`src/include/core_settings.svh`:
```
`ifndef CORE_SETTINGS_SVH
`define CORE_SETTINGS_SVH

// Datapath and register file geometry
`define CORE_DATA_WIDTH 16
`define CORE_REG_COUNT 16
`define CORE_REG_SEL_WIDTH 4

// Data memory geometry
`define CORE_MEM_DEPTH 256
`define CORE_MEM_ADDR_WIDTH 8

// Registers owned by the second write port (load/store side)
`define CORE_SPECIAL_REG_A 12
`define CORE_SPECIAL_REG_B 13

`endif

```
`src/design/core_pkg.sv`:
```
`default_nettype none

`include "core_settings.svh"

package core_pkg;

	//////////////////////////////
	// Instruction encoding
	//////////////////////////////

	typedef enum logic [2:0] {
		OP_ADD   = 3'd0,
		OP_SUB   = 3'd1,
		OP_AND   = 3'd2,
		OP_XOR   = 3'd3,
		OP_MOVI  = 3'd4,
		OP_LOAD  = 3'd5,
		OP_STORE = 3'd6
	} opcode_t;

	// rs1 doubles as address base, rs2 as store data source
	typedef struct packed {
		opcode_t opcode;
		logic [`CORE_REG_SEL_WIDTH-1:0] rd;
		logic [`CORE_REG_SEL_WIDTH-1:0] rs1;
		logic [`CORE_REG_SEL_WIDTH-1:0] rs2;
		logic [7:0] imm;
	} instr_t;

	//////////////////////////////
	// Datapath transfers
	//////////////////////////////

	typedef struct packed {
		logic en;
		logic [`CORE_REG_SEL_WIDTH-1:0] sel;
		logic [`CORE_DATA_WIDTH-1:0] data;
	} reg_write_t;

	typedef struct packed {
		logic valid;
		logic write;
		logic [`CORE_MEM_ADDR_WIDTH-1:0] addr;
		logic [`CORE_DATA_WIDTH-1:0] wdata;
	} mem_req_t;

endpackage

`default_nettype wire

```
`src/design/mem_arbiter.sv`:
```
`timescale 1ns/1ps
`default_nettype none

module mem_arbiter (
	input wire logic clk,
	input wire logic reset,
	input wire core_pkg::mem_req_t lsu_req,
	input wire core_pkg::mem_req_t host_req,
	output logic lsu_grant,
	output logic host_grant,
	output logic lsu_rsp_valid,
	output logic host_rsp_valid,
	output core_pkg::mem_req_t mem_req
);

	//////////////////////////////
	// Fixed priority grant
	//////////////////////////////

	// Load/store unit always wins a tie
	assign lsu_grant = lsu_req.valid;
	assign host_grant = host_req.valid && !lsu_req.valid;

	always_comb begin
		if (lsu_grant) begin
			mem_req = lsu_req;
		end else if (host_grant) begin
			mem_req = host_req;
		end else begin
			mem_req = '0;
		end
	end

	//////////////////////////////
	// Response routing
	//////////////////////////////

	// Read owner recorded at grant, data shows up next cycle
	always_ff @(posedge clk) begin
		if (reset) begin
			lsu_rsp_valid <= 1'b0;
			host_rsp_valid <= 1'b0;
		end else begin
			lsu_rsp_valid <= lsu_grant && !lsu_req.write;
			host_rsp_valid <= host_grant && !host_req.write;
		end
	end

endmodule

`default_nettype wire

```
`config.mk`:
```
export PLATFORM = sky130hd
export DESIGN_NAME = mem_arbiter
export DESIGN_NICKNAME = d
export VERILOG_FILES = /design/src/design/core_pkg.sv /design/src/design/mem_arbiter.sv
export VERILOG_INCLUDE_DIRS = /design/src /design/src/include
export SDC_FILE = /design/constraint.sdc
export NUM_CORES = 1
export LEC_CHECK = 0
export ABC_AREA = 1
export BUFFER_PORTS_ARGS = -buffer_cell sky130_fd_sc_hd__buf_2
export CAP_MARGIN = 20
export CORE_AREA = 2 2 47 49
export DETAILED_ROUTE_END_ITERATION = 10
export DIE_AREA = 0 0 49 51
export GPL_TIMING_DRIVEN = 0
export PLACE_DENSITY = 0.76
export SYNTH_ARGS = -nofsm -noshare
export SYNTH_HDL_FRONTEND = slang
export SYNTH_SLANG_ARGS = --single-unit
```
`constraint.sdc`:
```
create_clock -name clk -period 0.8 [get_ports clk]
set_input_delay 0.12 -clock clk [delete_from_list [all_inputs] [get_ports clk]]
set_output_delay 0.12 -clock clk [all_outputs]
set_load 0.01 [all_outputs]
```
==> impl_metrics.tcl, run 1 <==
set metrics [dict create \
    run_status "finished, violations left" \
    failed_checks "negative setup slack" \
    core.rowCount 17 \
    drv_cap 0 \
    cts_sinks 2 \
    fraction_of_final_layout_cells_sized_beyond_drive_strength_1_pct 65.4 \
    final_design_area_no_fill_mm2 0.00122 \
    path_clk_slew_ns 0.03 \
    synth_simple_gate_area_share_pct 67.8 \
    dominant_combinational_cell_family_by_area_after_synthesis "simple AND/OR/NAND/NOR gates" \
    grt_use_total_pct 14.9 \
    cts_tree "yes" \
    path_max_fanout 7 \
    worst-endpoint-required_ns 0.68 \
    critPathLaunchType "input port" \
    ys.warnings.count 0 \
    grt_max_degree 11 \
    initial_utilization_pct 24.9 \
    syn_area_um2 513 \
    power_density_mw_per_mm2 775 \
    drtIter0Drc 6 \
    rsz0062_at_grt "true" \
    postSynthRegisterBits 2 \
    critical_path.endpoint_type "output pin" \
    timing.slew.headroom_pct 92.6 \
    hold_violations 0 \
    max_slew.worst_pin.slew_ns 0.110 \
    core_region_area_mm2 0.00206 \
    hold_path.class "in2reg" \
    synth_seq_area_share_pct 7.80 \
    synth_compound_gate_area_share_pct 0 \
    wire_length_of_the_first_global_routing_pass_um 3060 \
    finalCoreUtilization_pct 59.4 \
    cts-htree-levels 1 \
    synth_adder_area_share_pct 0 \
    placed_wire_length_estimate_after_detailed_placement_um 1500 \
    cts_hold_buffers 0 \
    vdd_ir_drop_max_uv 564 \
    final.period_utilization_pct 100 \
    netlist_instances 96 \
    final_antenna_net_count 0 \
    crit_chain "buf_12 > clkinv_8 > clkbuf_16 > nand3_2 > nand2_1 > buf_2" \
    startpoint "lsu_req[25]" \
    slowest_stage "clkbuf_16" \
    routed_wire_length_per_instance_um 10.4 \
    slew_viol_final 0 \
    synth.mux.area_fraction_pct 0 \
    yosys.area_share.xor_xnor_pct 0 \
    route.detailed.vias_per_inst 4.37 \
    dr.pass1.iters 4 \
    cts_max_path_buffers 2 \
    setup-violations-final 5 \
    quantity_of_i_o_buffers_inserted_on_ports 81 \
    grt_overflow_total 0 \
    cp_arrival_ns 0.68 \
    number_of_top_level_pins 84 \
    placement.cell_area_um2 953 \
    synthesis.nets 150 \
    floorplan.die.height_um 51 \
    post-route-drc-count 0 \
    nNetsFinal 244 \
    layout_setup_ws_ns -0.00339 \
    total_inserted_antenna_cells 0 \
    fmaxAchievable_mhz 1240 \
    detailroute.via_count 943 \
    mean_instance_size_in_the_synthesized_netlist_um2 5.34 \
    cts_made_buffers 3 \
    fp.dieArea_mm2 0.00250 \
    synthDistinctLibCells 12 \
    floorplan.die.width_um 49 \
    period_needed_ns 0.803 \
    worst_hold_slack_ns 0.0805 \
    area_delta_synth_final_pct 139 \
    worstSetupEndpoint "mem_req[9]" \
    p_leak_nw 0.765 \
    place.gp.congestion 0.682 \
    crit_path_max_incr_delay_ns 0.16 \
    crit_type "in2out" \
    drt-total-wl_um 2240 \
    clock_tree_root_buffer_cell "clkbuf_4" \
    antenna_violations_before_repair 0 \
    vias_in_the_first_global_route 772 \
]
==> logic make-up (layout without fill, tap and decap cells) <==
group,Yosys count,count (layout)
buf+inv,14,106
simple gates,80,80
flops,2,2
==> layout make-up <==
cell class / instances / area (um^2)
inverter: 5 / 31.3
fill: 203 / 838
clock buffer: 3 / 22.5
tap: 28 / 35.0
buffer: 9 / 131
timing repair inverter: 1 / 8.76
multi-input combinational: 80 / 435
sequential: 2 / 40.0
timing repair buffer: 88 / 520
==> timing repair <==
action,in CTS,in global routing
gates cloned,0,4
setup buffers,3,1
endpoints found under the setup margin,18,25
pin swaps,0,3
gates resized for setup,3,26
==> sequential cells by signal, summed over array words and instances (netlist names) <==
register,count
host_rsp_valid,1
lsu_rsp_valid,1
==> per-layer routing <==
layer	part of all wire, %	routed length, um	vias up	track usage (%)
li1	-	-	486	-
met1	37	824	408	16.0
met2	53	1190	49	28.5
met3	10	224	0	3.80
met4	0	0	0	4.29
met5	0	0	-	0
==> critical path: cells and delay by family <==
kind                   cells  cell delay (ns)
buffers and inverters      4             0.47
and+or+nand+nor            2             0.09
==> power by group <==
group          internal [mW]  total [mW]  switching (mW)
combinational          0.334       0.629           0.295
sequential             0.104       0.104        0.000551
clock                  0.165       0.216          0.0514
==> cells in the mapped netlist <==
cell type   n  area [um^2]
nand2_1    53          199
nand3_1    23          115
buf_4       4         30.0
inv_1       4         15.0
buf_6       3         33.8
dfxtp_1     2         40.0
nand3_2     2         20.0
buf_12      1         20.0
buf_8       1         15.0
inv_8       1         11.3
nor2_1      1         3.75
nor3_2      1         10.0
==> worst min path at each step <==
stage          cells past startpoint  slack (ns)         from             to
5_1_grt                            2        0.08  lsu_req[24]  lsu_rsp_valid
4_1_cts                            2        0.07  lsu_req[24]  lsu_rsp_valid
3_3_place_gp                       2        0.30  lsu_req[24]  lsu_rsp_valid
2_1_floorplan                      1        0.19  lsu_req[24]  lsu_rsp_valid
3_5_place_dp                       2        0.30  lsu_req[24]  lsu_rsp_valid
6_report                           2        0.08  lsu_req[24]  lsu_rsp_valid
==> metrics by stage <==
step,total power [mW],cells,setup TNS (ns),worst slack [ns]
final,0.949,216,-0.0120,-0.00339
after global routing,1.02,216,-0.576,-0.0544
after CTS,0.855,211,-0.0191,-0.00817
after detailed placement,0.608,205,-0.417,-0.0432
after global placement,0.603,205,-0.311,-0.0400
after floorplan,0.363,96,0,0.0987
==> placed cells by master (no fill, tap or decap) <==
cell type   n
nand2_1    52
buf_6       3
inv_1       4
clkbuf_16   3
clkbuf_4    3
clkinv_8    1
buf_8       3
nand3_1     6
buf_4       5
nand3_2    19
nor2_1      1
nand2_2     1
buf_2      80
nor3_2      1
inv_6       1
buf_12      3
dfxtp_1     2
Note: power is estimated with default switching activity, not from simulation.
==> run 2: changes to the inputs <==
--- a/config.mk
+++ b/config.mk
@@ -14,6 +14,7 @@
 export DIE_AREA = 0 0 49 51
 export GPL_TIMING_DRIVEN = 0
 export PLACE_DENSITY = 0.76
+export SETUP_SLACK_MARGIN = 0.15
 export SYNTH_ARGS = -nofsm -noshare
 export SYNTH_HDL_FRONTEND = slang
 export SYNTH_SLANG_ARGS = --single-unit
==> impl_metrics.tcl, run 2 (same netlist as run 1, synthesis figures left out) <==
set metrics [dict create \
    run_status "finished, violations left" \
    failed_checks "negative setup slack" \
    placement.cell_area_mm2 0.00106 \
    number_of_top_level_pins 84 \
    cts_sinks 2 \
    grt_use_total_pct 18.2 \
    initial_utilization_pct 24.9 \
    drt-total-wl_um 2510 \
    place_ws_ns -0.0384 \
    critPathLaunchType "input port" \
    multiInputGateArea_um2 508 \
    floorplan.die.height_um 51 \
    rsz0062_at_grt "true" \
    floorplan.die.width_um 49 \
    core.rowCount 17 \
    slew_viol_final 0 \
    hold_path.class "in2reg" \
    crit_type "in2out" \
    grt_overflow_total 0 \
    hold_violations 0 \
    vdd_ir_drop_max_uv 666 \
    fraction_of_final_layout_cells_sized_beyond_drive_strength_1_pct 78.9 \
    path_clk_slew_ns 0.03 \
    nNetsFinal 246 \
    path_max_fanout 10 \
    place.gp.congestion 0.705 \
    quantity_of_i_o_buffers_inserted_on_ports 81 \
    regArea_um2 41.3 \
    placed_wire_length_estimate_after_detailed_placement_um 1640 \
    power.share.combinational_pct 70.4 \
    fp.dieArea_mm2 0.00250 \
    clock_tree_root_buffer_cell "clkbuf_4" \
    power_switching_share_pct 35.9 \
    power_density_mw_per_mm2 769 \
    power.sequential.fraction_pct 9.5 \
    drtIter0Drc 11 \
    total_inserted_antenna_cells 0 \
    final_design_area_no_fill_mm2 0.00144 \
    mostFrequentLayoutCells "buf_2 (60), nand2_1 (32), buf_6 (23), nand3_2 (20), nand2_2 (20)" \
    totalNegativeSetupSlack_ns -0.00292 \
    antenna_violations_before_repair 0 \
    pint_mw 0.709 \
    cts_max_path_buffers 2 \
    cp_arrival_ns 0.68 \
    layout_setup_ws_ns -0.00292 \
    cts_tree "yes" \
    core_region_area_mm2 0.00206 \
    area_delta_synth_final_pct 180 \
    fmaxAchievable_mhz 1250 \
    timing.slew.headroom_pct 92.1 \
    routed_wire_length_per_instance_um 11.5 \
    layout.cells.most_common "buf_2" \
    max_slew.worst_pin.slew_ns 0.118 \
    p_leak_nw 0.809 \
    largestRegisters "host_rsp_valid: 1 flops, lsu_rsp_valid: 1 flops" \
    vias_in_the_first_global_route 907 \
    dr.pass1.iters 4 \
    grt_max_degree 11 \
    route.detailed.vias_per_inst 4.50 \
    worst_hold_slack_ns 0.0745 \
    clock_power_share_pct 20.1 \
    worst-endpoint-required_ns 0.68 \
    final_antenna_net_count 0 \
    setup-violations-final 1 \
    final.period_utilization_pct 100 \
    final.fill_count 186 \
    drv_cap 0 \
    cts-htree-levels 1 \
    period_needed_ns 0.803 \
    wire_length_of_the_first_global_routing_pass_um 3620 \
    power.switching_mw 0.397 \
    cts_made_buffers 3 \
    critical_path.endpoint_type "output pin" \
    finalCoreUtilization_pct 69.7 \
    detailroute.via_count 980 \
    post-route-drc-count 0 \
]
==> run 2: cell types whose count changed in the layout (fill, tap and decap cells not counted), moves of 4 or more <==
cell	change
buf_2	-20
buf_4	+4
buf_6	+20
nand2_1	-20
nand2_2	+19
==> run 2: per-layer routing <==
layer  part of all wire (%)  track usage, %  vias to the layer above
li1                       -               -                      488
met1                     34            17.8                      436
met2                     57            37.7                       52
met5                      0               0                        -
met4                    1.0            5.71                        0
met3                    7.5            3.80                        4
==> run 2: worst paths after layout <==
| check | startpoint | end | cells after the start |
|---|---|---|---|
| max | lsu_req[25] | mem_req[10] | 6 |
| min | reset | lsu_rsp_valid | 2 |
==> run 2: critical path: stages <==
cell and delay, ns:
buf_12 0.12, inv_12 0.06, buf_12 0.12, nand3_2 0.07, nand2_2 0.08, buf_6 0.10
==> run 2: what timing repair did <==
item | CTS | global route
hold buffers | 0 | 0
setup endpoints to repair | 29 | 29
pin swaps | 5 | 6
setup buffers | 3 | 4
gates resized for setup | 33 | 14
cloned | 1 | 2
hold endpoints to repair | 0 | 0
==> run 2: power by group through the flow <==
stage                     sequential (mW)  combinational [mW]  clock [mW]
after floorplan                     0.108               0.304           0
after global placement              0.106               0.546           0
after detailed placement            0.106               0.556           0
after CTS                           0.104               0.697       0.232
after global routing                0.105               0.834       0.250
final                               0.105               0.779       0.222
==> run 2: layout make-up <==
class,instances,area share [%]
Buffer,9,9.57
Multi-Input combinational cell,80,35.3
Sequential cell,2,2.87
Tap cell,28,2.44
Timing Repair Buffer,91,45.9
Clock buffer,3,1.57
Inverter,5,2.35
==> run 2: through the flow <==
stage | power, mW | cells
finish | 1.11 | 218
global route | 1.19 | 218
CTS | 1.03 | 212
detailed placement | 0.661 | 205
global placement | 0.651 | 205
floorplan | 0.412 | 96
==> run 3: changes to the inputs <==
--- a/config.mk
+++ b/config.mk
@@ -15,6 +15,7 @@
 export GPL_TIMING_DRIVEN = 0
 export PLACE_DENSITY = 0.76
 export SETUP_SLACK_MARGIN = 0.15
+export SKIP_CTS_REPAIR_TIMING = 1
 export SYNTH_ARGS = -nofsm -noshare
 export SYNTH_HDL_FRONTEND = slang
 export SYNTH_SLANG_ARGS = --single-unit
==> impl_metrics.tcl, run 3 (same netlist as run 1, synthesis figures left out) <==
set metrics [dict create \
    post-route-drc-count 0 \
    cp_arrival_ns 0.70 \
    hold_violations 0 \
    drt-total-wl_um 2590 \
    timing.slew.headroom_pct 92.3 \
    multiInputGateArea_um2 536 \
    final.fill_count 170 \
    path_delay_family "buffers and inverters" \
    area_delta_synth_final_pct 195 \
    power_density_mw_per_mm2 756 \
    cts_made_buffers 3 \
    path_max_fanout 6 \
    vdd_ir_drop_max_uv 733 \
    regArea_um2 41.3 \
    route.detailed.vias_per_inst 4.47 \
    grt_overflow_total 0 \
    fraction_of_final_layout_cells_sized_beyond_drive_strength_1_pct 78.5 \
    cts_sinks 2 \
    cts_max_path_buffers 2 \
    critPathLaunchType "input port" \
    place.gp.congestion 0.705 \
    nNetsFinal 247 \
    totalPowerFinal_mw 1.14 \
    cts-htree-levels 1 \
    worst-endpoint-required_ns 0.68 \
    largestRegisters "host_rsp_valid: 1 flops, lsu_rsp_valid: 1 flops" \
    floorplan.die.width_um 49 \
    cell_count_final_fillers_out 219 \
    wire_length_of_the_first_global_routing_pass_um 3250 \
    rsz0062_at_grt "true" \
    quantity_of_i_o_buffers_inserted_on_ports 81 \
    setup-violations-final 8 \
    place.detailed.instances 205 \
    clock_tree_root_buffer_cell "clkbuf_4" \
    drtIter0Drc 13 \
    mostFrequentLayoutCells "buf_2 (60), nand2_1 (33), buf_6 (23), nand2_2 (20), nand3_2 (17)" \
    vias_in_the_first_global_route 840 \
    whs_path_depth 2 \
    fp.dieArea_mm2 0.00250 \
    slew_viol_final 0 \
    layout.cells.most_common "buf_2" \
    floorplan.die.height_um 51 \
    failed_checks "negative setup slack" \
    crit_type "in2out" \
    crit_path_max_incr_delay_ns 0.16 \
    hold_path.class "in2reg" \
    core_region_area_mm2 0.00206 \
    drv_cap 0 \
    hold_end "lsu_rsp_valid" \
    worst_hold_slack_ns 0.0743 \
    final_antenna_net_count 0 \
    fmaxAchievable_mhz 1220 \
    cts_tree "yes" \
    initial_utilization_pct 24.9 \
    number_of_top_level_pins 84 \
    placed_wire_length_estimate_after_detailed_placement_um 1640 \
    min-delay-start "reset" \
    final.period_utilization_pct 102 \
    grt_max_degree 11 \
    antenna_violations_before_repair 0 \
    slowest_stage "clkbuf_16" \
    core.rowCount 17 \
    dr.pass1.iters 4 \
    cp_num_buf_inv 4 \
    routed_wire_length_per_instance_um 11.8 \
    detailroute.via_count 978 \
    total_inserted_antenna_cells 0 \
    critical_path.endpoint_type "output pin" \
    path_clk_slew_ns 0.03 \
    crit_chain "buf_12 > clkinv_8 > clkbuf_16 > nand3_2 > nand2_2 > buf_6" \
    grt_use_total_pct 16.0 \
    max_slew.worst_pin.slew_ns 0.115 \
    p_leak_nw 0.829 \
    period_needed_ns 0.819 \
    layout_setup_ws_ns -0.0189 \
    run_status "finished, violations left" \
]
## run 3: layer usage
metal | vias up | wire length (um) | GRT usage [%]
met4 | 0 | 13 | 5.71
met2 | 50 | 1420 | 30.8
met3 | 2 | 190 | 4.09
met5 | - | 0 | 0
met1 | 433 | 964 | 16.7
li1 | 493 | - | -
## run 3: report_power, final
part	internal (mW)	total [mW]	switching (mW)
logic	0.463	0.817	0.355
registers	0.104	0.105	0.000879
clock network	0.165	0.222	0.0563
total	0.732	1.14	0.412
## run 3: metrics by stage
step	setup TNS (ns)	area, um^2	utilization [%]	worst slack (ns)
final	-0.0716	1510	73.4	-0.0189
after detailed placement	-0.452	1060	51.2	-0.0384
after floorplan	0	616	-	0.108
after global placement	-0.237	1060	51.2	-0.0251
after CTS	-0.442	1080	52.3	-0.0365
after global routing	-0.496	1510	73.4	-0.0456
## run 3: worst max-delay path by stage
| stage | to | from | cells past startpoint |
|---|---|---|---|
| final | mem_req[12] | lsu_req[25] | 6 |
| after global routing | mem_req[10] | lsu_req[25] | 6 |
| after CTS | mem_req[8] | lsu_req[25] | 6 |
| after detailed placement | mem_req[8] | lsu_req[25] | 6 |
| after global placement | mem_req[7] | lsu_req[25] | 6 |
| after floorplan | mem_req[16] | lsu_req[25] | 5 |
## run 3: final cells by class
| cell class | instances | share of cell area (%) |
|---|---|---|
| Timing Repair inverter | 1 | 0.579 |
| Multi-Input combinational cell | 80 | 35.4 |
| Timing Repair Buffer | 91 | 46.4 |
| Sequential cell | 2 | 2.73 |
| Tap cell | 28 | 2.31 |
| Buffer | 9 | 9.01 |
| Inverter | 5 | 2.07 |
| Clock buffer | 3 | 1.49 |
